`config.mk`:
```
export PLATFORM = sky130hd
export DESIGN_NAME = l1_tag_state
export DESIGN_NICKNAME = d
export VERILOG_FILES = /design/src/common/mem_types_pkg.sv /design/src/mempipe/l1_tag_state.sv
export VERILOG_INCLUDE_DIRS = /design/src /design/src/common
export SDC_FILE = /design/constraint.sdc
export NUM_CORES = 1
export LEC_CHECK = 0
export ABC_AREA = 1
export ABC_CLOCK_PERIOD_IN_PS = 4700
export BUFFER_PORTS_ARGS = -buffer_cell sky130_fd_sc_hd__clkbuf_2
export CAP_MARGIN = 25
export CORE_MARGIN = 2
export CORE_UTILIZATION = 30
export DETAILED_ROUTE_END_ITERATION = 16
export PLACE_DENSITY_LB_ADDON = 0.2
export RECOVER_POWER = 50
export SLEW_MARGIN = 10
export SYNTH_ARGS = -nofsm -noshare
export SYNTH_HDL_FRONTEND = slang
export SYNTH_SLANG_ARGS = --single-unit
```
`constraint.sdc`:
```
create_clock -name clk -period 4.7 [get_ports clk]
set_input_delay 0 -clock clk [delete_from_list [all_inputs] [get_ports clk]]
set_output_delay 0 -clock clk [all_outputs]
set_load 0.005 [all_outputs]
```
`src/common/mem_consts.svh`:
```
`ifndef MEM_CONSTS_SVH
`define MEM_CONSTS_SVH

// l1 geometry.
`define L1_NUM_SETS   16
`define L1_NUM_WAYS   2
`define L1_LINE_BITS  128
`define L1_WORD_BITS  32
`define L1_LINE_WORDS (`L1_LINE_BITS / `L1_WORD_BITS)

// physical address fields.
`define PADDR_BITS    32
`define L1_OFS_BITS   4
`define L1_WSEL_LO    2    // word select within a line.
`define L1_WSEL_HI    3
`define L1_SET_LO     4
`define L1_SET_HI     7
`define L1_TAG_LO     8
`define L1_TAG_HI     31

`endif

```
`src/common/mem_types_pkg.sv`:
```
`include "mem_consts.svh"

package mem_types_pkg;

    typedef logic [`PADDR_BITS-1:0]             t_paddr;
    typedef logic [`L1_SET_HI-`L1_SET_LO:0]     t_l1_set;
    typedef logic [$clog2(`L1_NUM_WAYS)-1:0]    t_l1_way;
    typedef logic [`L1_TAG_HI-`L1_TAG_LO:0]     t_l1_tag;
    typedef logic [`L1_WORD_BITS-1:0]           t_word;

    // word 0 sits in the low bits.
    typedef t_word [`L1_LINE_WORDS-1:0]         t_cl;

    typedef enum logic [1:0] {
        MESI_I = 2'd0,
        MESI_S = 2'd1,
        MESI_E = 2'd2,
        MESI_M = 2'd3
    } t_mesi;

endpackage

```
`src/mempipe/l1_tag_state.sv`:
```
`timescale 1ns/1ps
`include "mem_consts.svh"

module l1_tag_state (
    input  logic                    clk,
    input  logic                    reset,
    input  logic                    rd_en,
    input  mem_types_pkg::t_l1_set  rd_set,
    output mem_types_pkg::t_l1_tag  rd_tags [`L1_NUM_WAYS],
    output mem_types_pkg::t_mesi    rd_states [`L1_NUM_WAYS],
    input  logic                    tag_wr_en,
    input  logic                    state_wr_en,
    input  mem_types_pkg::t_l1_set  wr_set,
    input  mem_types_pkg::t_l1_way  wr_way,
    input  mem_types_pkg::t_l1_tag  wr_tag,
    input  mem_types_pkg::t_mesi    wr_state,
    input  mem_types_pkg::t_l1_set  peek_set,
    input  mem_types_pkg::t_l1_way  peek_way,
    output mem_types_pkg::t_l1_tag  peek_tag,
    output mem_types_pkg::t_mesi    peek_state
);

    mem_types_pkg::t_l1_tag tag_array [`L1_NUM_SETS][`L1_NUM_WAYS];
    mem_types_pkg::t_mesi   state_array [`L1_NUM_SETS][`L1_NUM_WAYS];

    always_ff @(posedge clk) begin
        if (rd_en) begin
            rd_tags   <= tag_array[rd_set];
            rd_states <= state_array[rd_set];
        end
        if (tag_wr_en)
            tag_array[wr_set][wr_way] <= wr_tag;
    end

    // every line starts invalid.
    always_ff @(posedge clk) begin
        if (!reset) begin
            for (int s = 0; s < `L1_NUM_SETS; s++) begin
                for (int w = 0; w < `L1_NUM_WAYS; w++)
                    state_array[s][w] <= mem_types_pkg::MESI_I;
            end
        end else if (state_wr_en) begin
            state_array[wr_set][wr_way] <= wr_state;
        end
    end

    assign peek_tag   = tag_array[peek_set][peek_way];
    assign peek_state = state_array[peek_set][peek_way];

endmodule

```
==> flow_summary.json <==
{
  "yosysWarnings": 0,
  "drv_slew": 717,
  "drive_gt1_share_pct": 6.21,
  "die_y_microns": 389,
  "min-delay-start": "rd_set[0]",
  "r2r_setup_slack_ps": 3190,
  "r2r-start": "tag_array[7][23]$_DFFE_PP_",
  "arrival_ps": 4000,
  "cp.required_ps": 5300,
  "via_per_inst": 5.24,
  "cts_tree": "done",
  "ant_nets": 0,
  "holdPathStages": 6,
  "start_util_pct": 30.2,
  "timing.hold.ws_ps": 150,
  "layout.nets": 4891,
  "first_global_vias": 34100,
  "crit_path_max_fanout": 33,
  "grt_max_degree": 185,
  "postCtsHoldBufs": 25,
  "final_cells": 6855,
  "critical_path_class": "in -> reg",
  "final_cell_mix": "nand2_1 (1,499), nand3_1 (936), edfxtp_1 (884)",
  "hold_viol_final": 0,
  "cts_buffer_depth": 3,
  "nFillCells": 15000,
  "remaining_drc_errors": 0,
  "final_common_cell": "nand2_1",
  "peakVddDrop_v": 0.000265,
  "synth.distinct_cells": 17,
  "area_growth_pct": 12.8,
  "hold_class": "in -> reg",
  "worst_slack_ps": 1300,
  "drt_iter0_drc": 3732,
  "num_vias": 35900,
  "grtUsageTotal_pct": 20.9,
  "fin_tns_setup_ps": 0,
  "worstHoldEndpoint": "rd_tags[7]$_DFFE_PP_",
  "syn_avg_cell_area_sq_um": 9.13,
  "skew_ps": 35.8,
  "cts.repair.resized": 0,
  "fmax_mhz": 294,
  "post_cts_buffers": 0,
  "insertion_delay_ps": 720,
  "ys_seq_area_share_pct": 59.6,
  "reg2reg_to": "rd_tags[23]$_DFFE_PP_",
  "p_leak_nw": 19.5,
  "dp.cells": 6648,
  "hpwl_mm": 88.6,
  "grt_overflow": 0,
  "cts_root_buf": "clkbuf_16",
  "htreeDepth": 3,
  "port_buffers": 122,
  "relSlewSlack_pct": -70.9,
  "p_per_area_nw_per_um2": 370,
  "start_kind": "input pin",
  "setup_viol": 0,
  "rsz0062_at_grt": "no",
  "clkTransAtPathRegs_ps": 70,
  "die_area_sq_um": 151000,
  "synthesis.area_sq_um": 44500,
  "die_w_microns": 389,
  "num_rows": 141,
  "tightest_slew_ps": 2560,
  "worstSetupEndpointType": "flip-flop",
  "worstRegToRegCells": 6,
  "wl_per_cell_microns": 23.7,
  "numCtsBuffers": 101,
  "min_period_ps": 3400,
  "fin_crit_sh_pct": 72.3,
  "io-pin-count": 123,
  "violations": "max-capacitance violations, max-slew violations",
  "gp_congestion": 0.801,
  "wirelength_mm": 162,
  "maxCapViolCount": 24,
  "first_pass_iters": 6,
  "status": "finished, violations left",
  "syn_inst": 4876,
  "grt_antenna_before_repair": 7,
  "cts.sinks": 884,
  "core_sq_um": 147000,
  "mappedNetlistNets": 4921,
  "post-place-ws_ps": 2160,
  "grt_first_pass_wirelength_mm": 234,
  "synth-seq-cells": 884
}
==> sequential cells by signal (all words and copies together) (netlist names) <==
register / count
rd_tags: 48
tag_array: 768
rd_states: 4
state_array: 64
==> how the worst max path moves through the flow <==
stage          depth (start not counted)  slack, ps                               to        start
2_1_floorplan                          4       2830      tag_array[10][24]$_DFFE_PP_       wr_way
3_3_place_gp                          11       2130                     peek_tag[18]  peek_set[0]
3_5_place_dp                          11       2160                     peek_tag[18]  peek_set[0]
4_1_cts                                9       2070      tag_array[12][42]$_DFFE_PP_    wr_set[0]
5_1_grt                                8       1050  state_array[4][2]$_SDFFCE_PN0P_        reset
6_report                               8       1300  state_array[4][2]$_SDFFCE_PN0P_        reset
==> synth_stat cells <==
master       n  area [sq um]
a21oi_1    208          1040
buf_1       25          93.8
buf_2      140           701
buf_4       48           360
buf_6       19           214
clkbuf_1   130           488
clkinv_1     3          11.3
edfxtp_1   884         26500
inv_1      445          1670
inv_2        4          15.0
nand2_1   1499          5630
nand3_1    936          4680
nor2_1     117           439
nor3_2       2          20.0
o211ai_1   208          1560
o21ai_0    193           966
o21ai_1     15          75.1
==> layout make-up <==
class | count | area (sq um) | share of cell area (%)
clock inverters | 56 | 454 | 0.905
flip-flops and latches | 884 | 26500 | 52.9
diodes | 1 | 2.50 | 0.00499
repair buffers | 229 | 1720 | 3.42
multi-input cells | 3178 | 14600 | 29.2
inverters | 452 | 1720 | 3.43
well taps | 1930 | 2410 | 4.81
clock buffers | 125 | 2700 | 5.38
==> metal layers <==
metal	global-route usage [%]	part of all wire (%)
met1	28.8	44
met2	33.9	46
met3	2.99	7.0
met4	6.71	2.9
met5	0	0.023
==> worst max-delay path, cell delays in order <==
cell           delay (ps)
clkbuf_1             1250
inv_1                 230
nor3_2                200
dlygate4sd3_1         920
nand2_1               110
dlygate4sd3_1         610
nor2_1                100
dlygate4sd3_1         560
==> report_power, final <==
part	internal [mW]	leakage, nW	switching [mW]
combinational	0.485	9.89	1.38
sequential	8.85	8.04	0.0721
clock	4.43	1.54	3.34
total	13.8	19.5	4.79
==> cell families (layout without fill, tap and decap cells) <==
logic type | count (synthesis) | in the layout | synth area share [%]
AO/OA/AOI/OAI | 624 | 624 | 8.19
buffers and inverters | 814 | 862 | 7.98
flip-flops | 884 | 884 | 59.6
other | 0 | 1 | 0
AND/OR/NAND/NOR | 2554 | 2554 | 24.2
==> per-stage QoR <==
step	total power [mW]	util, %	cell area (sq um)
4_1_cts	18.7	34.1	50300
3_5_place_dp	11.0	31.8	46900
2_1_floorplan	10.1	-	44500
5_1_grt	19.2	34.0	50200
3_3_place_gp	10.9	31.8	46900
6_report	18.6	34.0	50200
Power figures use the tool's default switching activity.
