--- config.mk ---
export PLATFORM = sky130hd
export DESIGN_NAME = l1_change_log
export DESIGN_NICKNAME = d
export VERILOG_FILES = /design/src/common/mem_types_pkg.sv /design/src/common/mempipe_pkg.sv /design/src/mempipe/l1_change_log.sv
export VERILOG_INCLUDE_DIRS = /design/src /design/src/common
export SDC_FILE = /design/constraint.sdc
export NUM_CORES = 1
export LEC_CHECK = 0
export BUFFER_PORTS_ARGS = -buffer_cell sky130_fd_sc_hd__buf_2
export CORE_AREA = 5 5 141 143
export DETAILED_ROUTE_END_ITERATION = 10
export DIE_AREA = 0 0 146 148
export GPL_TIMING_DRIVEN = 0
export PLACE_DENSITY = 0.42
export RECOVER_POWER = 25
export SYNTH_ARGS = -nofsm -noshare
export SYNTH_HDL_FRONTEND = slang
export SYNTH_SLANG_ARGS = --single-unit
export TNS_END_PERCENT = 20
--- constraint.sdc ---
create_clock -name clk -period 1.06 [get_ports clk]
set_clock_uncertainty 0.1 [all_clocks]
set_input_delay 0.159 -clock clk [delete_from_list [all_inputs] [get_ports clk]]
set_output_delay 0.159 -clock clk [all_outputs]
set_load 0.05 [all_outputs]
--- src/common/mem_consts.svh ---
`ifndef MEM_CONSTS_SVH
`define MEM_CONSTS_SVH

// l1 geometry.
`define L1_NUM_SETS   16
`define L1_NUM_WAYS   2
`define L1_LINE_BITS  128
`define L1_WORD_BITS  32
`define L1_LINE_WORDS (`L1_LINE_BITS / `L1_WORD_BITS)

// physical address fields.
`define PADDR_BITS    32
`define L1_OFS_BITS   4
`define L1_WSEL_LO    2    // word select within a line.
`define L1_WSEL_HI    3
`define L1_SET_LO     4
`define L1_SET_HI     7
`define L1_TAG_LO     8
`define L1_TAG_HI     31

`endif

--- src/common/mem_types_pkg.sv ---
`include "mem_consts.svh"

package mem_types_pkg;

    typedef logic [`PADDR_BITS-1:0]             t_paddr;
    typedef logic [`L1_SET_HI-`L1_SET_LO:0]     t_l1_set;
    typedef logic [$clog2(`L1_NUM_WAYS)-1:0]    t_l1_way;
    typedef logic [`L1_TAG_HI-`L1_TAG_LO:0]     t_l1_tag;
    typedef logic [`L1_WORD_BITS-1:0]           t_word;

    // word 0 sits in the low bits.
    typedef t_word [`L1_LINE_WORDS-1:0]         t_cl;

    typedef enum logic [1:0] {
        MESI_I = 2'd0,
        MESI_S = 2'd1,
        MESI_E = 2'd2,
        MESI_M = 2'd3
    } t_mesi;

endpackage

--- src/common/mempipe_pkg.sv ---
package mempipe_pkg;

    // request kinds that enter mm1.
    typedef enum logic [1:0] {
        ARB_LOAD      = 2'd0,
        ARB_STORE     = 2'd1,
        ARB_FILL      = 2'd2,
        ARB_SNOOP_INV = 2'd3
    } t_arb_type;

endpackage

--- src/mempipe/l1_change_log.sv ---
`timescale 1ns/1ps
`include "mem_consts.svh"

module l1_change_log (
    input  logic                    clk,
    input  logic                    reset,
    input  logic                    tag_wr_en,
    input  logic                    state_wr_en,
    input  logic                    data_wr_en,
    input  mem_types_pkg::t_paddr   mm4_paddr,
    input  mempipe_pkg::t_arb_type  mm4_arb,
    input  mem_types_pkg::t_l1_way  mm4_way,
    output mem_types_pkg::t_l1_set  peek_set,
    output mem_types_pkg::t_l1_way  peek_way,
    input  mem_types_pkg::t_l1_tag  peek_tag,
    input  mem_types_pkg::t_mesi    peek_state,
    input  mem_types_pkg::t_cl      peek_line,
    output logic                    diff_valid,
    output mempipe_pkg::t_arb_type  diff_arb,
    output mem_types_pkg::t_l1_set  diff_set,
    output mem_types_pkg::t_l1_way  diff_way,
    output mem_types_pkg::t_mesi    diff_state,
    output mem_types_pkg::t_paddr   diff_paddr,
    output mem_types_pkg::t_cl      diff_line
);

    logic tag_wr_en_mm3;
    logic tag_wr_en_mm4;
    logic state_wr_en_mm3;
    logic state_wr_en_mm4;
    logic data_wr_en_mm4;

    // walk the write enables down to mm4.
    always_ff @(posedge clk) begin
        if (!reset) begin
            tag_wr_en_mm3   <= 1'b0;
            tag_wr_en_mm4   <= 1'b0;
            state_wr_en_mm3 <= 1'b0;
            state_wr_en_mm4 <= 1'b0;
            data_wr_en_mm4  <= 1'b0;
        end else begin
            tag_wr_en_mm3   <= tag_wr_en;
            tag_wr_en_mm4   <= tag_wr_en_mm3;
            state_wr_en_mm3 <= state_wr_en;
            state_wr_en_mm4 <= state_wr_en_mm3;
            data_wr_en_mm4  <= data_wr_en;
        end
    end

    assign peek_set = mm4_paddr[`L1_SET_HI:`L1_SET_LO];
    assign peek_way = mm4_way;

    // all writes of the request have landed by mm4.
    assign diff_valid = tag_wr_en_mm4 || state_wr_en_mm4 || data_wr_en_mm4;
    assign diff_arb   = mm4_arb;
    assign diff_set   = peek_set;
    assign diff_way   = peek_way;
    assign diff_state = peek_state;
    assign diff_line  = peek_line;

    always_comb begin
        diff_paddr[`L1_TAG_HI:`L1_TAG_LO] = peek_tag;
        diff_paddr[`L1_SET_HI:`L1_SET_LO] = peek_set;
        diff_paddr[`L1_OFS_BITS-1:0]      = '0;   // line aligned.
    end

endmodule

==> impl_metrics.yaml, run 1 <==
run_status:
  status: "finished with violations"
  failed_checks: "setup timing"
power_and_ir_drop:
  power_w: 0.002928
  ir_worst_vdd_v: 0.0003618
  p_leak_nw: 1.544
  cellPowerDensity_nw_per_um2: 1095
synthesis:
  syn_area_per_cell_um2: 7.783
  ys_seq_area_share_pct: 6.914
  synth-async-reset-ratio_pct: 0
  synth_flop_cell: "dfxtp_1"
  synth_seq_cells: 5
  yosys_warnings: 0
  synth_edf_count: 0
  synth.area.top_cells: "buf_4 (90%), dfxtp_1 (6.9%), and2_1 (2.2%), or3_1 (0.43%), conb_1 (0.26%)"
  synth_common_cells: "buf_4 (174), and2_1 (5), dfxtp_1 (5), conb_1 (1), or3_1 (1)"
  yosysTopAreaCellShare_pct: 90.23
  postSynthCellCount: 186
  synthesis.area_um2: 1448
  yosysTopAreaCell: "buf_4"
  synth_cell_types: 5
  synth.most_common_cell: "buf_4"
floorplan:
  die_h_um: 148
  die_x_um: 146
  core-area_um2: 18460
  start_util_pct: 7.844
  io_pins: 369
  row_count: 50
  dieArea_um2: 21610
clock_tree:
  htree_levels: 1
  cts_buffers: 3
  hold_buffers: 0
  path_clk_slew_ns: 0.03
  clock_sinks: 5
  clk_path_buf_depth: 2
  cts_root_buffer: "clkbuf_16"
  insertion_delay_ns: 0.23
  post_cts_buffers: 0
  cts_tree: "yes"
global_routing:
  gr-total-overflow: 0
  grt_max_degree: 6
  grt_use_total_pct: 5.231
  grt_pass1_vias: 1605
  grt_pass1_wl_um: 8990
  antenna_found_initial: 0
worst_setup_path:
  worst_path_max_delay_cell: "or3_4"
  regToRegStartpoint: "state_wr_en_mm3"
  worstSetupPathType: "flop to output port"
  critPathCaptureType: "output port"
  slowest_delay_ns: 0.37
  crit_fanout: 1
  cp.arrival_ns: 1.04
  crit_chain: "or3_4, buf_6"
  worstPathRequired_ns: 0.80
  reg2reg_depth: 1
  rr_endpoint: "state_wr_en_mm4"
  critPathLaunchType: "flop"
  r2r_slack_ns: 0.43
placed_design:
  portBuffers: 175
  placed_area_um2: 2633
  dp_hpwl_um: 6409
  gp_congestion: 0.7814
route:
  num_vias: 1560
  ant_nets: 0
  wl_per_cell_um: 11.16
  dr.pass1.iters: 4
  wl_um: 6719
  drc: 0
  viasPerCell: 2.591
  first_iter_violations: 30
timing:
  finalHoldViolCount: 0
  drv_slew: 0
  rsz0062_at_grt: "yes"
  relSlewSlack_pct: 59.54
  max_freq_mhz: 768.4
  whs_ns: 0.04300
  post-route-min-period_ns: 1.301
  setup_viol_count_final: 1
  fin_crit_sh_pct: 122.8
  finalWorstSetupSlack_ns: -0.2414
  tightest_slew_ns: 0.6095
finish:
  nNetsFinal: 563
  antenna_cells: 0
  area_growth_pct: 84.79
  drive_gt1_share_pct: 86.68
  final_area_um2: 2675
worst_hold_path:
  worstHoldStart: "data_wr_en"
  hold_path_depth: 2
  min_path_type: "input port to flop"
  hold-path-endpoint: "data_wr_en_mm4"
run:
  max_cap_violations: 0
## what timing repair did
item | 4_1_cts | 5_1_grt
gates cloned | 0 | 0
resized for setup | 2 | 0
setup endpoints to repair | 1 | 1
## registers in the layout, indices dropped and copies added (netlist names)
register / cells
state_wr_en_mm4: 1
tag_wr_en_mm4: 1
state_wr_en_mm3: 1
tag_wr_en_mm3: 1
data_wr_en_mm4: 1
## cells in the final DEF (no fill, tap or decap)
cell type / instances
buf_4: 174
buf_2: 135
clkbuf_1: 35
dfxtp_1: 5
conb_1: 4
clkbuf_2: 4
and2_0: 3
clkbuf_16: 3
and2_1: 2
or3_4: 1
clkinv_2: 1
buf_6: 1
## layer usage
metal,vias to the layer above,track usage [%],wire length [um]
li1,743,-,-
met1,644,6.056,2418
met2,169,9.653,3489
met3,4,1.410,766
met4,0,1.129,44
met5,-,0,0
## critical path, delay by kind of cell, from the launching register on
kind,cells,cell delay (ns)
buffers and inverters,1,0.16
DFF,1,0.29
and+or+nand+nor,1,0.37
## report_power, final
part / total, W / switching, W / internal (W)
sequential: 0.000200 / 0.00000194 / 0.000198
combinational: 0.00211 / 0.00149 / 0.000623
clock: 0.000617 / 0.000124 / 0.000493
total: 0.00293 / 0.00161 / 0.00131
## through the flow
stage | setup slack [ns] | TNS [ns] | util [%] | instances
after floorplan | 0.05878 | 0 | - | 189
after global placement | -0.04791 | -0.04791 | 14.26 | 598
after detailed placement | -0.04916 | -0.04916 | 14.26 | 598
after CTS | -0.2462 | -0.2462 | 14.73 | 602
after global routing | -0.2585 | -0.2585 | 14.49 | 602
final | -0.2414 | -0.2414 | 14.49 | 602
## cells by family (layout without fill, tap and decap cells)
kind of cell           after synthesis  count (layout)  share of synthesized area, %
buffers and inverters              174             353                         90.23
DFF                                  5               5                         6.915
other                                1               4                        0.2590
and+or+nand+nor                      6               6                         2.593
## worst max path at each step
stage / startpoint / end / cells after the start
finish: state_wr_en_mm4 / diff_valid / 2
global route: state_wr_en_mm4 / diff_valid / 2
CTS: state_wr_en_mm4 / diff_valid / 2
detailed placement: state_wr_en_mm4 / diff_valid / 2
global placement: state_wr_en_mm4 / diff_valid / 2
floorplan: state_wr_en_mm4 / diff_valid / 1
## cell type report
type	instances	area, um^2
fillers	2122	15780
plain buffers	174	1306
repair buffers	175	838.3
well taps	234	292.8
flip-flops and latches	5	100.1
clock buffers	3	75.07
multi-input cells	10	57.56
clock inverters	1	5.005
No activity file was read; power rests on OpenSTA's default activity.
==> run 2, diff against run 1 <==
- CTS_BUF_LIST: unset -> sky130_fd_sc_hd__clkbuf_8
- clock period: 1.06 -> 1.21 ns (I/O delays scaled with it)
==> run 2 against run 1 <==
  * The flow still finishes with violations (setup timing)
  * Flip-flop and latch count stayed put
  * Core utilization decreased by 0.24 points
  * Largest power group unchanged
  * Final area decreased by 1.7%
  * Critical path type unchanged
  * Combinational power fell by 13%
  * Setup slack better by 0.13 ns
  * Sequential share of layout area is 0.064 points higher
  * Count of clock-buffer cells in the layout is the same
==> impl_metrics.yaml, run 2 (synthesis results as in run 1) <==
run_status:
  status: "finished with violations"
  failed_checks: "setup timing"
global_routing:
  antenna_found_initial: 0
  grt_pass1_vias: 1613
  grt_use_total_pct: 4.800
  grt_max_degree: 6
  grt_pass1_wl_um: 8376
  gr-total-overflow: 0
route:
  first_iter_violations: 23
  viasPerCell: 2.581
  wl_per_cell_um: 10.39
  drc: 0
  dr.pass1.iters: 4
  num_vias: 1554
  wl_um: 6254
  ant_nets: 0
timing:
  finalHoldViolCount: 0
  fin_crit_sh_pct: 109.4
  post-route-min-period_ns: 1.324
  finalWorstSetupSlack_ns: -0.1136
  relSlewSlack_pct: 59.35
  max_freq_mhz: 755.5
  setup_viol_count_final: 1
  rsz0062_at_grt: "yes"
  drv_slew: 0
  tightest_slew_ns: 0.6124
worst_setup_path:
  crit_fanout: 1
  worstSetupPathDepth: 2
  rr_endpoint: "tag_wr_en_mm4"
  crit_chain: "or3_1, buf_6"
  crit_family: "simple AND/OR/NAND/NOR gates"
  crit_start: "data_wr_en_mm4"
  critPathLaunchType: "flop"
  cp.arrival_ns: 1.04
  worst-path-buf-inv: 1
  worstSetupPathType: "flop to output port"
  r2r_slack_ns: 0.58
  worst_path_max_delay_cell: "or3_1"
  worstPathRequired_ns: 0.93
  reg2reg_depth: 1
  endpoint: "diff_valid"
  regToRegStartpoint: "tag_wr_en_mm3"
  critPathCaptureType: "output port"
  slowest_delay_ns: 0.38
power_and_ir_drop:
  p_seq_share_pct: 7.6
  ir_worst_vdd_v: 0.0002088
  power.internal_w: 0.0009326
  switchingPower_w: 0.001379
  p_sw_share_pct: 59.66
  pwr-share-comb_pct: 79.6
  p_leak_nw: 1.519
  p_clk_share_pct: 12.9
  power_w: 0.002312
  cellPowerDensity_nw_per_um2: 878.9
floorplan:
  io_pins: 369
  row_count: 50
  die_x_um: 146
  die_h_um: 148
  dieArea_um2: 21610
  start_util_pct: 7.844
  core-area_um2: 18460
clock_tree:
  cts_root_buffer: "clkbuf_8"
  cts_tree: "yes"
  htree_levels: 1
  hold_buffers: 0
  insertion_delay_ns: 0.22
  path_clk_slew_ns: 0.04
  clock_sinks: 5
  post_cts_buffers: 0
  cts_buffers: 3
  clk_path_buf_depth: 2
placed_design:
  dp_hpwl_um: 5954
  gp_congestion: 0.6993
  portBuffers: 175
finish:
  antenna_cells: 0
  drive_gt1_share_pct: 85.05
  nNetsFinal: 563
  final_common_cell: "buf_4"
  layout_common_cells: "buf_4 (174), buf_2 (135), clkbuf_1 (39)"
  area_growth_pct: 81.68
  final_core_util_pct: 14.25
run:
  max_cap_violations: 0
worst_hold_path:
  min_path_type: "input port to flop"
[run 2: changes by cell type in the layout (fill, tap and decap cells not counted)]
cell       change
or3_1          +1
clkbuf_1       +4
clkinv_2       -1
or3_4          -1
clkbuf_16      -3
clkbuf_8       +3
clkbuf_2       -4
inv_1          +1
[run 2: final cells by class]
| cell class | count | area (um^2) |
|---|---|---|
| fill | 2145 | 15830 |
| buffer | 174 | 1306 |
| timing repair buffer | 175 | 833.3 |
| tap | 234 | 292.8 |
| sequential | 5 | 100.1 |
| multi-input combinational | 10 | 52.55 |
| clock buffer | 3 | 41.29 |
| clock inverter | 1 | 3.754 |
[run 2: what timing repair did]
| item | 4_1_cts | 5_1_grt |
|---|---|---|
| cloned | 0 | 0 |
| setup endpoints to repair | 1 | 1 |
| pin swaps | 1 | 0 |
| resized for setup | 2 | 0 |
[run 2: through the flow]
| step | instances | cell area (um^2) | TNS, ns | setup WS, ns | hold WS, ns |
|---|---|---|---|---|---|
| 6_report | 602 | 2630 | -0.1136 | -0.1136 | 0.06435 |
| 5_1_grt | 602 | 2630 | -0.1412 | -0.1412 | 0.07036 |
| 4_1_cts | 602 | 2679 | -0.1207 | -0.1207 | 0.06181 |
| 3_5_place_dp | 598 | 2628 | 0 | 0.08443 | 0.2851 |
| 3_3_place_gp | 598 | 2628 | 0 | 0.08991 | 0.2807 |
| 2_1_floorplan | 189 | 1459 | 0 | 0.07398 | 0.2032 |
[run 2: worst min path at each step]
| stage | cells after the start | to | slack (ns) | startpoint |
|---|---|---|---|---|
| 2_1_floorplan | 1 | data_wr_en_mm4 | 0.20 | reset |
| 3_5_place_dp | 2 | tag_wr_en_mm3 | 0.29 | tag_wr_en |
| 3_3_place_gp | 2 | tag_wr_en_mm3 | 0.28 | tag_wr_en |
| 5_1_grt | 2 | tag_wr_en_mm3 | 0.07 | tag_wr_en |
| 4_1_cts | 2 | tag_wr_en_mm3 | 0.06 | tag_wr_en |
| 6_report | 2 | tag_wr_en_mm3 | 0.06 | tag_wr_en |
[run 2: metal layers]
layer	global-route usage, %	share of wire (%)
met1	4.801	30
met2	9.142	52
met3	1.931	16
met4	1.411	0.99
met5	0	0
[run 2: power by group through the flow]
stage	sequential (W)	clock [W]	combinational (W)
after floorplan	0.000177	0	0.00157
after global placement	0.000178	0	0.00187
after detailed placement	0.000178	0	0.00187
after CTS	0.000175	0.000306	0.00187
after global routing	0.000176	0.000327	0.00191
final	0.000175	0.000297	0.00184
==> run 3, diff against run 2 <==
- CORE_AREA: 5 5 141 143 -> 5 5 139 141
- DIE_AREA: 0 0 146 148 -> 0 0 144 146
- GPL_TIMING_DRIVEN: 0 -> unset
- PLACE_DENSITY: 0.42 -> 0.43
- clock period: 1.21 -> 1.6 ns (I/O delays scaled with it)
==> run 3 against run 2 <==
  * The run now ends clean
  * Critical endpoint unchanged
  * Largest cell class is now tap cells
  * Wire length shrank 42%
  * Via count shrank 75%
  * Non-clock buffer count shrank 344
==> impl_metrics.yaml, run 3 (synthesis results as in run 1) <==
worst_setup_path:
  cp.arrival_ns: 1.09
  critPathCaptureType: "output port"
  crit_fanout: 1
  worstPathRequired_ns: 1.26
  critPathLaunchType: "flop"
  worstSetupPathType: "flop to output port"
timing:
  setup_tns_ns: 0
  setup_viol_count_final: 0
  fin_crit_sh_pct: 89.20
  drv_slew: 0
  rsz0062_at_grt: "no"
  post-route-min-period_ns: 1.427
  max_freq_mhz: 700.7
  finalHoldViolCount: 0
power_and_ir_drop:
  cellPowerDensity_nw_per_um2: 781.5
  ir_worst_vdd_v: 0.0004053
  p_leak_nw: 0.1155
route:
  drc: 0
  num_vias: 390
  ant_nets: 0
  viasPerCell: 1.542
  wl_per_cell_um: 14.29
  wl_um: 3616
  dr.pass1.iters: 2
  first_iter_violations: 12
clock_tree:
  cts_resized: 0
  cts_root_buffer: "clkbuf_8"
  clock_sinks: 5
  clk_path_buf_depth: 2
  cts_buffers: 3
  hold_buffers: 0
  htree_levels: 1
  cts_tree: "yes"
  insertion_delay_ns: 0.21
  path_clk_slew_ns: 0.04
  post_cts_buffers: 0
finish:
  final_area_um2: 508.0
  final_common_cell: "dfxtp_1"
  layout_common_cells: "dfxtp_1 (5), and2_1 (4), conb_1 (4), buf_2 (4), clkbuf_8 (3)"
  drive_gt1_share_pct: 29.17
  area_growth_pct: -64.91
  nNetsFinal: 219
  antenna_cells: 0
placed_design:
  portBuffers: 5
  gp_congestion: 0.4707
  placed_area_um2: 464.2
global_routing:
  antenna_found_initial: 0
  grt_pass1_wl_um: 4167
  grt_use_total_pct: 3.017
  grt_pass1_vias: 499
  grt_max_degree: 6
  gr-total-overflow: 0
floorplan:
  core-area_um2: 17840
  die_h_um: 146
  io_pins: 369
  dieArea_um2: 21020
  start_util_pct: 8.114
  die_x_um: 144
  row_count: 49
worst_hold_path:
  min_path_type: "input port to flop"
run:
  max_cap_violations: 0
run_status:
  status: "completed"
## run 3: path summary, 6_finish.rpt
path / start / endpoint / slack (ns) / cells past startpoint
worst max-delay path: state_wr_en_mm4 / diff_valid / 0.17 / 2
worst max register to register: tag_wr_en_mm3 / tag_wr_en_mm4 / 0.97 / 1
worst min register to register: state_wr_en_mm3 / state_wr_en_mm4 / 0.33 / 1
worst min-delay path: tag_wr_en / tag_wr_en_mm3 / 0.13 / 2
## run 3: where the power goes
group	total (W)	internal [W]	switching, W
clock network	0.000221	0.000164	0.0000568
logic	0.0000437	0.00000827	0.0000354
registers	0.000132	0.000131	0.00000101
total	0.000397	0.000304	0.0000933
## run 3: critical path, stage by stage (launching register included)
cell	delay, ns
dfxtp_1	0.29
or3_1	0.35
buf_2	0.23
## run 3: metrics by stage
stage	power (W)	worst slack, ns	hold slack (ns)	instances	utilization [%]
finish	0.0003970	0.1728	0.1287	253	2.847
global route	0.0004242	0.1065	0.1370	253	2.847
CTS	0.0004047	0.1438	0.1301	253	2.854
detailed placement	0.0001802	0.3764	0.3196	249	2.602
global placement	0.0001796	0.3718	0.3192	249	2.602
floorplan	0.001321	0.4055	0.2617	189	-
## run 3: metal layers
metal / wire length (um) / share of wire (%) / track usage, % / up-vias
met2: 1064 / 29 / 2.514 / 146
met4: 906 / 25 / 7.863 / 0
li1: - / - / - / 55
met5: 0 / 0 / 0 / -
met3: 1322 / 37 / 4.469 / 92
met1: 321 / 8.9 / 0.7891 / 97
## run 3: area by class of cell
cell class                      count  area (um^2)
Fill cell                        2116        17330
Tap cell                          229        286.5
Sequential cell                     5        100.1
Multi-Input combinational cell     10        52.55
Clock buffer                        3        41.29
Timing Repair Buffer                5        23.77
Clock inverter                      1        3.754
