<file path="config.mk">
export PLATFORM = sky130hd
export DESIGN_NAME = l1_mempipe
export DESIGN_NICKNAME = d
export VERILOG_FILES = /design/src/common/mem_types_pkg.sv /design/src/common/mempipe_pkg.sv /design/src/mempipe/l1_mempipe.sv
export VERILOG_INCLUDE_DIRS = /design/src /design/src/common
export SDC_FILE = /design/constraint.sdc
export NUM_CORES = 1
export LEC_CHECK = 0
export BUFFER_PORTS_ARGS = -buffer_cell sky130_fd_sc_hd__buf_2
export CAP_MARGIN = 20
export CORE_AREA = 4 4 324 326
export DETAILED_ROUTE_END_ITERATION = 10
export DIE_AREA = 0 0 328 330
export HOLD_SLACK_MARGIN = 0.02
export PLACE_DENSITY_LB_ADDON = 0.15
export SLEW_MARGIN = 30
export SYNTH_ARGS = -nofsm -noshare
export SYNTH_HDL_FRONTEND = slang
export SYNTH_SLANG_ARGS = --single-unit
export TNS_END_PERCENT = 5
</file>
<file path="constraint.sdc">
create_clock -name clk -period 3.8 [get_ports clk]
set_clock_uncertainty 0.05 [all_clocks]
set_input_delay 0 -clock clk [delete_from_list [all_inputs] [get_ports clk]]
set_output_delay 0 -clock clk [all_outputs]
set_load 0.01 [all_outputs]
</file>
<file path="src/common/mem_consts.svh">
`ifndef MEM_CONSTS_SVH
`define MEM_CONSTS_SVH

// l1 geometry.
`define L1_NUM_SETS   16
`define L1_NUM_WAYS   2
`define L1_LINE_BITS  128
`define L1_WORD_BITS  32
`define L1_LINE_WORDS (`L1_LINE_BITS / `L1_WORD_BITS)

// physical address fields.
`define PADDR_BITS    32
`define L1_OFS_BITS   4
`define L1_WSEL_LO    2    // word select within a line.
`define L1_WSEL_HI    3
`define L1_SET_LO     4
`define L1_SET_HI     7
`define L1_TAG_LO     8
`define L1_TAG_HI     31

`endif

</file>
<file path="src/common/mem_types_pkg.sv">
`include "mem_consts.svh"

package mem_types_pkg;

    typedef logic [`PADDR_BITS-1:0]             t_paddr;
    typedef logic [`L1_SET_HI-`L1_SET_LO:0]     t_l1_set;
    typedef logic [$clog2(`L1_NUM_WAYS)-1:0]    t_l1_way;
    typedef logic [`L1_TAG_HI-`L1_TAG_LO:0]     t_l1_tag;
    typedef logic [`L1_WORD_BITS-1:0]           t_word;

    // word 0 sits in the low bits.
    typedef t_word [`L1_LINE_WORDS-1:0]         t_cl;

    typedef enum logic [1:0] {
        MESI_I = 2'd0,
        MESI_S = 2'd1,
        MESI_E = 2'd2,
        MESI_M = 2'd3
    } t_mesi;

endpackage

</file>
<file path="src/common/mempipe_pkg.sv">
package mempipe_pkg;

    // request kinds that enter mm1.
    typedef enum logic [1:0] {
        ARB_LOAD      = 2'd0,
        ARB_STORE     = 2'd1,
        ARB_FILL      = 2'd2,
        ARB_SNOOP_INV = 2'd3
    } t_arb_type;

endpackage

</file>
<file path="src/mempipe/l1_mempipe.sv">
`timescale 1ns/1ps
`include "mem_consts.svh"

module l1_mempipe (
    input  logic                    clk,
    input  logic                    reset,
    input  logic                    req_valid,
    input  mempipe_pkg::t_arb_type  req_arb,
    input  mem_types_pkg::t_paddr   req_paddr,
    input  mem_types_pkg::t_cl      req_data,
    input  mem_types_pkg::t_mesi    req_state,
    output logic                    tag_rd_en,
    output mem_types_pkg::t_l1_set  rd_set,
    input  mem_types_pkg::t_l1_tag  rd_tags [`L1_NUM_WAYS],
    input  mem_types_pkg::t_mesi    rd_states [`L1_NUM_WAYS],
    output logic                    tag_wr_en,
    output logic                    state_wr_en,
    output mem_types_pkg::t_l1_set  wr_set_mm2,
    output mem_types_pkg::t_l1_way  wr_way_mm2,
    output mem_types_pkg::t_l1_tag  wr_tag_mm2,
    output mem_types_pkg::t_mesi    wr_state_mm2,
    output logic                    data_rd_en,
    input  mem_types_pkg::t_cl      rd_lines [`L1_NUM_WAYS],
    output logic                    data_wr_en,
    output mem_types_pkg::t_l1_set  data_wr_set_mm3,
    output mem_types_pkg::t_l1_way  data_wr_way_mm3,
    output mem_types_pkg::t_cl      data_wr_line_mm3,
    output mem_types_pkg::t_paddr   mm4_paddr,
    output mempipe_pkg::t_arb_type  mm4_arb,
    output mem_types_pkg::t_l1_way  mm4_way,
    output logic                    resp_valid,
    output mempipe_pkg::t_arb_type  resp_arb,
    output logic                    resp_hit,
    output mem_types_pkg::t_word    resp_word,
    output logic                    resp_dirty,
    output mem_types_pkg::t_cl      resp_line
);

    logic                               mm2_valid;
    mempipe_pkg::t_arb_type             mm2_arb;
    mem_types_pkg::t_paddr              mm2_paddr;
    mem_types_pkg::t_cl                 mm2_data;
    mem_types_pkg::t_mesi               mm2_fill_state;
    mem_types_pkg::t_l1_set             mm2_set;
    mem_types_pkg::t_l1_tag             mm2_tag;
    logic [`L1_NUM_WAYS-1:0]            mm2_way_hit;
    logic                               mm2_hit;
    mem_types_pkg::t_l1_way             mm2_hit_way;
    mem_types_pkg::t_l1_way             mm2_way;
    mem_types_pkg::t_mesi               mm2_old_state;
    logic                               mm2_is_fill;
    logic                               mm2_is_store;
    logic                               mm2_is_snoop;
    logic                               mm2_store_ok;
    logic [`L1_NUM_SETS-1:0]            victim;

    logic                               mm3_valid;
    mempipe_pkg::t_arb_type             mm3_arb;
    mem_types_pkg::t_paddr              mm3_paddr;
    mem_types_pkg::t_l1_way             mm3_way;
    logic                               mm3_hit;
    logic                               mm3_dirty;
    logic                               mm3_data_wr;
    mem_types_pkg::t_cl                 mm3_line;
    mem_types_pkg::t_cl                 mm3_data;
    mem_types_pkg::t_cl                 mm3_merged;
    logic [`L1_WSEL_HI-`L1_WSEL_LO:0]   mm3_wsel;

    // mm1 reads go straight from the request.
    assign tag_rd_en  = req_valid;
    assign data_rd_en = req_valid;
    assign rd_set     = req_paddr[`L1_SET_HI:`L1_SET_LO];

    always_ff @(posedge clk) begin
        if (!reset) begin
            mm2_valid <= 1'b0;
            mm3_valid <= 1'b0;
        end else begin
            mm2_valid <= req_valid;
            mm3_valid <= mm2_valid;
        end
    end

    always_ff @(posedge clk) begin
        mm2_arb        <= req_arb;
        mm2_paddr      <= req_paddr;
        mm2_data       <= req_data;
        mm2_fill_state <= req_state;
    end

    assign mm2_set      = mm2_paddr[`L1_SET_HI:`L1_SET_LO];
    assign mm2_tag      = mm2_paddr[`L1_TAG_HI:`L1_TAG_LO];
    assign mm2_is_fill  = (mm2_arb == mempipe_pkg::ARB_FILL);
    assign mm2_is_store = (mm2_arb == mempipe_pkg::ARB_STORE);
    assign mm2_is_snoop = (mm2_arb == mempipe_pkg::ARB_SNOOP_INV);

    always_comb begin
        mm2_hit_way = '0;
        for (int w = 0; w < `L1_NUM_WAYS; w++) begin
            mm2_way_hit[w] = (rd_states[w] != mem_types_pkg::MESI_I) && (rd_tags[w] == mm2_tag);
            if (mm2_way_hit[w])
                mm2_hit_way = mem_types_pkg::t_l1_way'(w);
        end
    end

    assign mm2_hit       = |mm2_way_hit;
    assign mm2_way       = (mm2_is_fill && !mm2_hit) ? victim[mm2_set] : mm2_hit_way;
    assign mm2_old_state = rd_states[mm2_way];
    assign mm2_store_ok  = mm2_is_store && mm2_hit &&
                           (mm2_old_state == mem_types_pkg::MESI_E ||
                            mm2_old_state == mem_types_pkg::MESI_M);

    // tag and state writes land at the end of mm2.
    assign tag_wr_en   = mm2_valid && mm2_is_fill;
    assign state_wr_en = mm2_valid && (mm2_is_fill ||
                         (mm2_store_ok && mm2_old_state == mem_types_pkg::MESI_E) ||
                         (mm2_is_snoop && mm2_hit));
    assign wr_set_mm2  = mm2_set;
    assign wr_way_mm2  = mm2_way;
    assign wr_tag_mm2  = mm2_tag;

    always_comb begin
        if (mm2_is_fill)
            wr_state_mm2 = mm2_fill_state;
        else if (mm2_is_store)
            wr_state_mm2 = mem_types_pkg::MESI_M;
        else
            wr_state_mm2 = mem_types_pkg::MESI_I;
    end

    always_ff @(posedge clk) begin
        if (!reset) begin
            victim <= '0;
        end else if (mm2_valid && mm2_is_fill) begin
            victim[mm2_set] <= ~victim[mm2_set]; // round robin per set.
        end
    end

    always_ff @(posedge clk) begin
        mm3_arb     <= mm2_arb;
        mm3_paddr   <= mm2_paddr;
        mm3_way     <= mm2_way;
        mm3_hit     <= mm2_is_store ? mm2_store_ok : mm2_hit;
        mm3_dirty   <= mm2_is_snoop && mm2_hit && (mm2_old_state == mem_types_pkg::MESI_M);
        mm3_data_wr <= mm2_is_fill || mm2_store_ok;
        mm3_line    <= rd_lines[mm2_way];
        mm3_data    <= mm2_data;
    end

    assign mm3_wsel = mm3_paddr[`L1_WSEL_HI:`L1_WSEL_LO];

    always_comb begin
        mm3_merged           = mm3_line;
        mm3_merged[mm3_wsel] = mm3_data[0]; // store word rides in word 0.
    end

    assign data_wr_en       = mm3_valid && mm3_data_wr;
    assign data_wr_set_mm3  = mm3_paddr[`L1_SET_HI:`L1_SET_LO];
    assign data_wr_way_mm3  = mm3_way;
    assign data_wr_line_mm3 = (mm3_arb == mempipe_pkg::ARB_FILL) ? mm3_data : mm3_merged;

    assign resp_valid = mm3_valid;
    assign resp_arb   = mm3_arb;
    assign resp_hit   = mm3_hit;
    assign resp_word  = mm3_line[mm3_wsel];
    assign resp_dirty = mm3_dirty;
    assign resp_line  = mm3_line;

    always_ff @(posedge clk) begin
        mm4_paddr <= mm3_paddr;
        mm4_arb   <= mm3_arb;
        mm4_way   <= mm3_way;
    end

endmodule

</file>
==> results by stage, run 1 <==
CTS:
- The number of clock buffers added by TritonCTS is 60.
- The number of buffers inserted for hold repair after clock tree synthesis is 702.
- The cell at the root of the clock tree is clkbuf_16.
- Counting every sink on the clock net gives 511.
- The clock tree buffer depth is 3.
- The deepest level of the CTS H-tree is 2.
- Gates resized during post-CTS repair numbered 1.
- The count of buffers added by post-CTS timing repair for setup is 0.

Synthesis:
- After synthesis, the netlist uses 33 different library cells.
- Counting every instance in the synthesized netlist gives 1,270.
- Each instance of the synthesized netlist takes up on average roughly 13 um^2.
- The post-synthesis net count is approximately 1,700.
- The portion of the post-synthesis area used by sequential elements is 62.29%.
- In this run, synthesis produced a sequential element count of 511.
- The cell area after synthesis is 16,420 um^2.
- During synthesis, Yosys emitted a total of 0 warnings.

Run status:
- The tool reported: "[ERROR RSZ-0060] Max buffer count reached".
- The run stopped with a tool error.
- It got as far as 4_1_cts and failed there.

Placement:
- The count of buffers inserted at the top-level ports is 847.
- The weighted congestion at the end of routability-driven global placement is 0.8178.
- Prior to clock tree synthesis, the placed netlist has a worst setup slack of 562.3 ps.
- The half-perimeter wire length of the detailed placement result is about 60,000 um.

Floorplan:
- The overall die height is 330 um.
- The top-level port count is approximately 850.
- In this run the horizontal extent of the chip is 328 um.
- The placement row count is approximately 120.
- The initial core utilization is 16.14%.
per-stage QoR:
step	cells	utilization [%]	hold slack (ps)	cell area, um^2
after floorplan	1270	-	-22.28	16420
after global placement	3395	21.57	52.96	21950
after detailed placement	3396	21.60	53.60	21970
synth_stat cells:
library cell	number	area, um^2
dfxtp_1	511	10230
mux2_2	160	1802
nand2_1	113	424.2
mux2i_1	104	1041
o21ai_0	98	490.5
buf_4	39	292.8
clkbuf_1	36	135.1
mux4_2	36	810.8
xor2_1	33	289.0
nor2_1	16	60.06
xnor2_1	15	131.4
nor2b_1	11	68.82
buf_1	10	37.54
buf_2	9	45.04
buf_6	9	101.4
a21oi_1	7	35.03
nor3_1	7	35.03
nor3b_1	7	52.55
nor4_1	7	43.79
o21bai_1	6	45.04
o311a_1	6	60.06
inv_1	5	18.77
nand3_1	5	25.02
nand4_1	5	31.28
nand2b_1	4	25.02
and2_1	3	18.77
and3_1	2	12.51
a22oi_1	1	7.510
and4_1	1	8.760
nand3b_1	1	7.510
o31a_1	1	8.760
o31ai_4	1	21.27
or3_1	1	6.260
logic make-up after synthesis:
kind of cell | Yosys count | share of synthesized area, %
AOI/OAI and AO/OA | 120 | 4.069
xor gates and xnor gates | 48 | 2.560
DFF | 511 | 62.29
muxes | 300 | 22.25
buffers and inverters | 108 | 3.840
and+or+nand+nor | 183 | 4.991
==> inputs of run 2 (changes only) <==
--- a/config.mk
+++ b/config.mk
@@ -8,10 +8,9 @@
 export LEC_CHECK = 0
 export BUFFER_PORTS_ARGS = -buffer_cell sky130_fd_sc_hd__buf_2
 export CAP_MARGIN = 20
-export CORE_AREA = 4 4 324 326
+export CORE_AREA = 4 4 328 330
 export DETAILED_ROUTE_END_ITERATION = 10
-export DIE_AREA = 0 0 328 330
-export HOLD_SLACK_MARGIN = 0.02
+export DIE_AREA = 0 0 332 334
 export PLACE_DENSITY_LB_ADDON = 0.15
 export SLEW_MARGIN = 30
 export SYNTH_ARGS = -nofsm -noshare
==> results by stage, run 2 <==
Synthesis:
- The portion of the post-synthesis area used by sequential elements is 62.29%.
- After synthesis the cells add up to 16,420 um^2.
- The share of synthesized area in the top cell type comes to between 60 and 70%.
- The post-synthesis net count is roughly 1,700.
- The synthesized design spends more area on one cell type than any other, namely dfxtp_1.
- Ranked by instance count, the synthesized netlist is headed by dfxtp_1 (511), mux2_2 (160), nand2_1 (113).
- Ranked by total cell area, the synthesized netlist is headed by dfxtp_1 (62%), mux2_2 (11%), mux2i_1 (6.3%), mux4_2 (4.9%), o21ai_0 (3.0%).
- The dominant register cell in the synthesized netlist is dfxtp_1.
- Synthesis inferred 511 register bits.
- The share of flip-flops with an asynchronous set or reset after synthesis is 0%.
- During synthesis, Yosys emitted a total of 0 warnings.
- The most common cell in the synthesized netlist is dfxtp_1.
- The synthesized design contains 0 enable-type register cells.
- Counting every instance in the synthesized netlist gives 1,270.
- A synthesized cell averages 12.93 um^2.
- The synthesized netlist contains 33 unique library cells.

STA:
- In this run the tightest slew margin relative to its limit is between 30% and 40%.
- The minimum clock period is 3484 ps.
- The final cycle utilization of the critical path is 91.67%.
- After routing, the total negative slack on setup checks comes to 0 ps.
- At the pin with the least slew margin, the transition time is 984.6 ps.
- The final count of negative-setup-slack endpoints is 0.
- Static timing analysis puts the maximum clock frequency at around 0.29 GHz.
- Setup repair after global routing left no endpoint under its margin.
- The count of final hold-check violations is 0.
- Setup slack closes at 316.4 ps.
- Hold is met by 57.74 ps.
- The final-report max-slew violation count is 0.

Critical path:
- STA classifies the critical path startpoint as a register.
- The worst register-to-register path begins at mm2_paddr[6].
- The arrival time at the worst endpoint is 3970 ps.
- The maximum cell stage delay along the critical path is 550 ps.
- The cell with the most instances on the worst path is dlygate4sd3_1.
- The library cell contributing the largest single delay on the critical path is dlygate4sd3_1.
- Along the worst path, the maximum fanout reaches between 70 and 80.
- The endpoint kind of the worst setup timing path is a register.
- The required arrival time at the worst endpoint is 4290 ps.
- The critical path is of the register to register type.
- The depth of the worst register-to-register path is 9.
- The worst setup path startpoint is mm2_paddr[6].
- Walking the worst path, the cells encountered are nor2b_1 > a22oi_1 > and3_1 > o31ai_4 > buf_12 > mux2i_1 > dlygate4sd3_1 > a21oi_1 > dlygate4sd3_1.

Routing:
- After detailed routing, the number of vias per cell comes to 3.691.
- In the routed design, unresolved DRC markers number 0.
- After detailed routing, the total wire length is 78,270 um.
- The number of DRC violations after detailed-routing iteration 0 is between 500 and 600.
- The first TritonRoute pass finished after 4 iterations.
- The final routed wire length divided by cell count is 18.62 um.
- For this block, the via count after detailed routing is ~16,000.
- Once detail routing completed, the nets flagged for antenna violations numbered 0.

Global route:
- For this run, global-route usage on met1 was measured as between 10% and 20%.
- The initial antenna violation count is 12.
- The via count of the first global-routing pass is 17,220.
- Entering global routing, the biggest net connects 101 pins.
- After global routing the overflow that remains totals 0.
- met2 is the most crowded layer.
- The met2 track demand over resource in global routing is 24.08%.
- For met3 alone, demand over resource in global routing was 3.830%.
- The aggregate global-route resource usage is 13.59%.
- The wire length of the first global-routing pass is 113,400 um.

Floorplan:
- The die is 332 um wide.
- The overall die height is 334 um.
- The region available for standard cell placement spans 104,800 um^2.
- The floorplan die area is 110,900 um^2.
- The placement row count is 119.
- Pin placement for this block handled 848 I/O pins.
- The initial core utilization is 15.67%.

Run:
- The reported max-cap violation count is 0.

Pwr:
- Power spread over the standard cell area amounts to between 400 and 500 nW/um^2.
- The leakage power of the design is 13.72 nW.
- The total power consumption of the routed design is 13.99 mW.
- VDD sags by at most 0.3773 mV.

CTS:
- The clock tree buffer depth is 3.
- In this run, CTS created clock tree buffers numbering 61.
- The later pin in the worst-skew pair is clocked with a latency of approximately 650 ps.
- The tree built by TritonCTS fans out to 511 sinks.
- The clock tree from TritonCTS is done.
- The deepest level of the CTS H-tree is 2.
- After clock tree synthesis, the clock-pin slew on the worst setup and hold paths is 60 ps.
- The cell at the root of the clock tree is clkbuf_16.

Placement:
- Routability-driven placement finished with a final weighted congestion of 0.8246.
- The total instance count after detailed placement is between 3,000 and 4,000.
- Buffers placed on the I/O ports in this run total 847.
- At the placement stage, the worst setup path has a slack of about 950 ps.
- The half-perimeter wire length of the detailed placement result is 58,590 um.

Hold path:
- The min-delay analysis places its worst path in the category input pin to register.
- The origin of the worst min-delay path is rd_lines[66].
- The cell count of the worst hold path is 3.

Cells and area:
- The net count of the finished layout is 3,230.
- Relative to the synthesized area, the layout overhead comes to 88.14%.
- The most common cell after layout, fill and taps aside is buf_2.
- The top cell types in the final layout, fill and taps aside, are buf_2 (847), dlygate4sd3_1 (664), dfxtp_1 (506).
- The layout cell share with drive strength beyond 1 is 42.06%.
- The finished layout holds 4,204 standard cells, fillers aside.

Run status:
- The flow ran to the end, and the final reports show no timing, DRC or antenna violations.
-- run 2: cell counts after synthesis --
Identical to the previous run, type by type.
-- run 2: stage by stage --
step	util [%]	instance area, um^2
after global placement	20.99	22000
after CTS	29.45	30870
after global routing	29.47	30890
after floorplan	-	16420
final	29.48	30900
after detailed placement	21.01	22030
-- run 2: what timing repair did --
| action | CTS | global route |
|---|---|---|
| buffers inserted | 0 | 0 |
| gates resized for setup | 0 | 5 |
| endpoints found under the setup margin | 0 | 2 |
| endpoints found under the hold margin | 313 | 0 |
| hold buffers | 664 | 0 |
-- run 2: logic make-up (layout without fill, tap and decap cells) --
family | Yosys count | count (layout) | synth area share, %
xor gates and xnor gates | 48 | 48 | 2.560
AOI/OAI and AO/OA | 120 | 120 | 4.069
buffers and inverters | 108 | 1646 | 3.840
DFF | 511 | 511 | 62.29
muxes | 300 | 300 | 22.25
and+or+nand+nor | 183 | 183 | 4.991
other | 0 | 5 | 0
-- run 2: routing by layer --
layer / wire length (um) / vias up
li1: - / 7344
met1: 31270 / 7393
met2: 38790 / 651
met3: 5755 / 125
met4: 2437 / 2
met5: 13 / -
-- run 2: area by class of cell --
type | instances | area, um^2
Fill cell | 10890 | 73920
Inverter | 5 | 18.77
Timing Repair Buffer | 1525 | 11070
Clock buffer | 82 | 1757
Antenna cell | 5 | 12.51
Tap cell | 1391 | 1740
Clock inverter | 34 | 439.2
Sequential cell | 511 | 10240
Multi-Input combinational cell | 651 | 5615
-- run 2: critical path, delay by kind of cell (launching register included) --
family	cells	cell delay, ps
buffers and inverters	3	1400
and+or+nand+nor	2	600
AOI/OAI and AO/OA	3	590
DFF	1	450
muxes	1	230
-- run 2: worst paths after layout --
check             slack (ps)            end
hold reg to reg          270  mm3_data[108]
setup / recovery         320       resp_hit
hold / removal            60  resp_line[66]
setup reg to reg         320       resp_hit
-- run 2: power by group --
group | switching, mW | total (mW) | internal (mW)
clock | 2.49 | 6.29 | 3.81
combinational | 0.771 | 1.84 | 1.07
sequential | 0.215 | 5.86 | 5.64
(Power assumes the default switching activity.)
==> inputs of run 3 (changes only) <==
--- a/config.mk
+++ b/config.mk
@@ -9,8 +9,10 @@
 export BUFFER_PORTS_ARGS = -buffer_cell sky130_fd_sc_hd__buf_2
 export CAP_MARGIN = 20
 export CORE_AREA = 4 4 328 330
+export CTS_BUF_LIST = sky130_fd_sc_hd__clkbuf_2 sky130_fd_sc_hd__clkbuf_4 sky130_fd_sc_hd__clkbuf_8
 export DETAILED_ROUTE_END_ITERATION = 10
 export DIE_AREA = 0 0 332 334
+export MAX_ROUTING_LAYER = met4
 export PLACE_DENSITY_LB_ADDON = 0.15
 export SLEW_MARGIN = 30
 export SYNTH_ARGS = -nofsm -noshare
==> results by stage, run 3 <==
Run status:
- The run stopped with a tool error.
- The last stage reached is 4_1_cts.
- The first error in the log reads "[ERROR RSZ-0060] Max buffer count reached".

CTS:
- The number of buffers inserted for hold repair after clock tree synthesis is 720.
- The number of buffers inserted during clock tree synthesis is between 90 and 100.
- The clock passes through at most 3 buffers.
- CTS placed an instance of clkbuf_8 at the clock tree root.
- The number of setup buffers added after CTS is 0.
- After clock tree synthesis, the repair step resized 0 gates.
- The clock drives 511 sinks.
- The H-tree was split into 3 levels.

Synthesis:
- In this run, synthesis inferred 0 flip-flops with an integrated enable.
- Counting instances in the post-synthesis netlist gives the leading cell types as dfxtp_1 (511), mux2_2 (160), nand2_1 (113).
- In this run, synthesis produced a sequential element count of 511.
- The post-synthesis net count is 1,745.
- After synthesis, the share of flip-flops with an asynchronous set or reset is 0%.
- Dividing the synthesized area by the synthesized cell count gives 12.93 um^2.
- After synthesis, the cell types taking the most area are dfxtp_1 (62%), mux2_2 (11%), mux2i_1 (6.3%), mux4_2 (4.9%), o21ai_0 (3.0%).
- The portion of the post-synthesis area used by sequential elements is 62.29%.
- Among all flip-flop cells after synthesis, the most frequent one is dfxtp_1.
- After synthesis the cells add up to 16,420 um^2.
- The most common cell in the synthesized netlist is dfxtp_1.
- The portion of synthesized cell area occupied by the leading cell type is 62.29%.
- The yosys synthesis warning count is 0.
- The distinct cell type count of the synthesized netlist is 33.
- The cell taking the most area after synthesis is dfxtp_1.
- Counting every instance in the synthesized netlist gives ~1,300.

Placement:
- At the placement stage, the worst setup path has a slack of 952.2 ps.
- Once placement completed, the tool counted placed cells totaling 3,419.
- The count of buffers inserted at the top-level ports is about 850.
- The HPWL after detailed placement is about 60,000 um.
- At the end of routability-driven placement, the weighted congestion stood at approximately 0.84.

Floorplan:
- The initial core utilization is 15.67%.
- In this run the vertical extent of the chip is 334 um.
- The placement row count is 119.
- The top-level port count is 848.
- The horizontal extent of the die is 332 um.
run 3: cell counts after synthesis:
No cell type changed its count.
run 3: logic make-up after synthesis:
| logic type | after synthesis | synth area share, % |
|---|---|---|
| multiplexers | 300 | 22.25 |
| flip-flops | 511 | 62.29 |
| XOR/XNOR | 48 | 2.560 |
| AND/OR/NAND/NOR | 183 | 4.991 |
| buffers and inverters | 108 | 3.840 |
| AO/OA/AOI/OAI | 120 | 4.069 |
run 3: per-stage QoR:
| stage | area [um^2] | hold WS, ps |
|---|---|---|
| detailed placement | 22030 | 53.60 |
| global placement | 22000 | 51.82 |
| floorplan | 16420 | -22.28 |
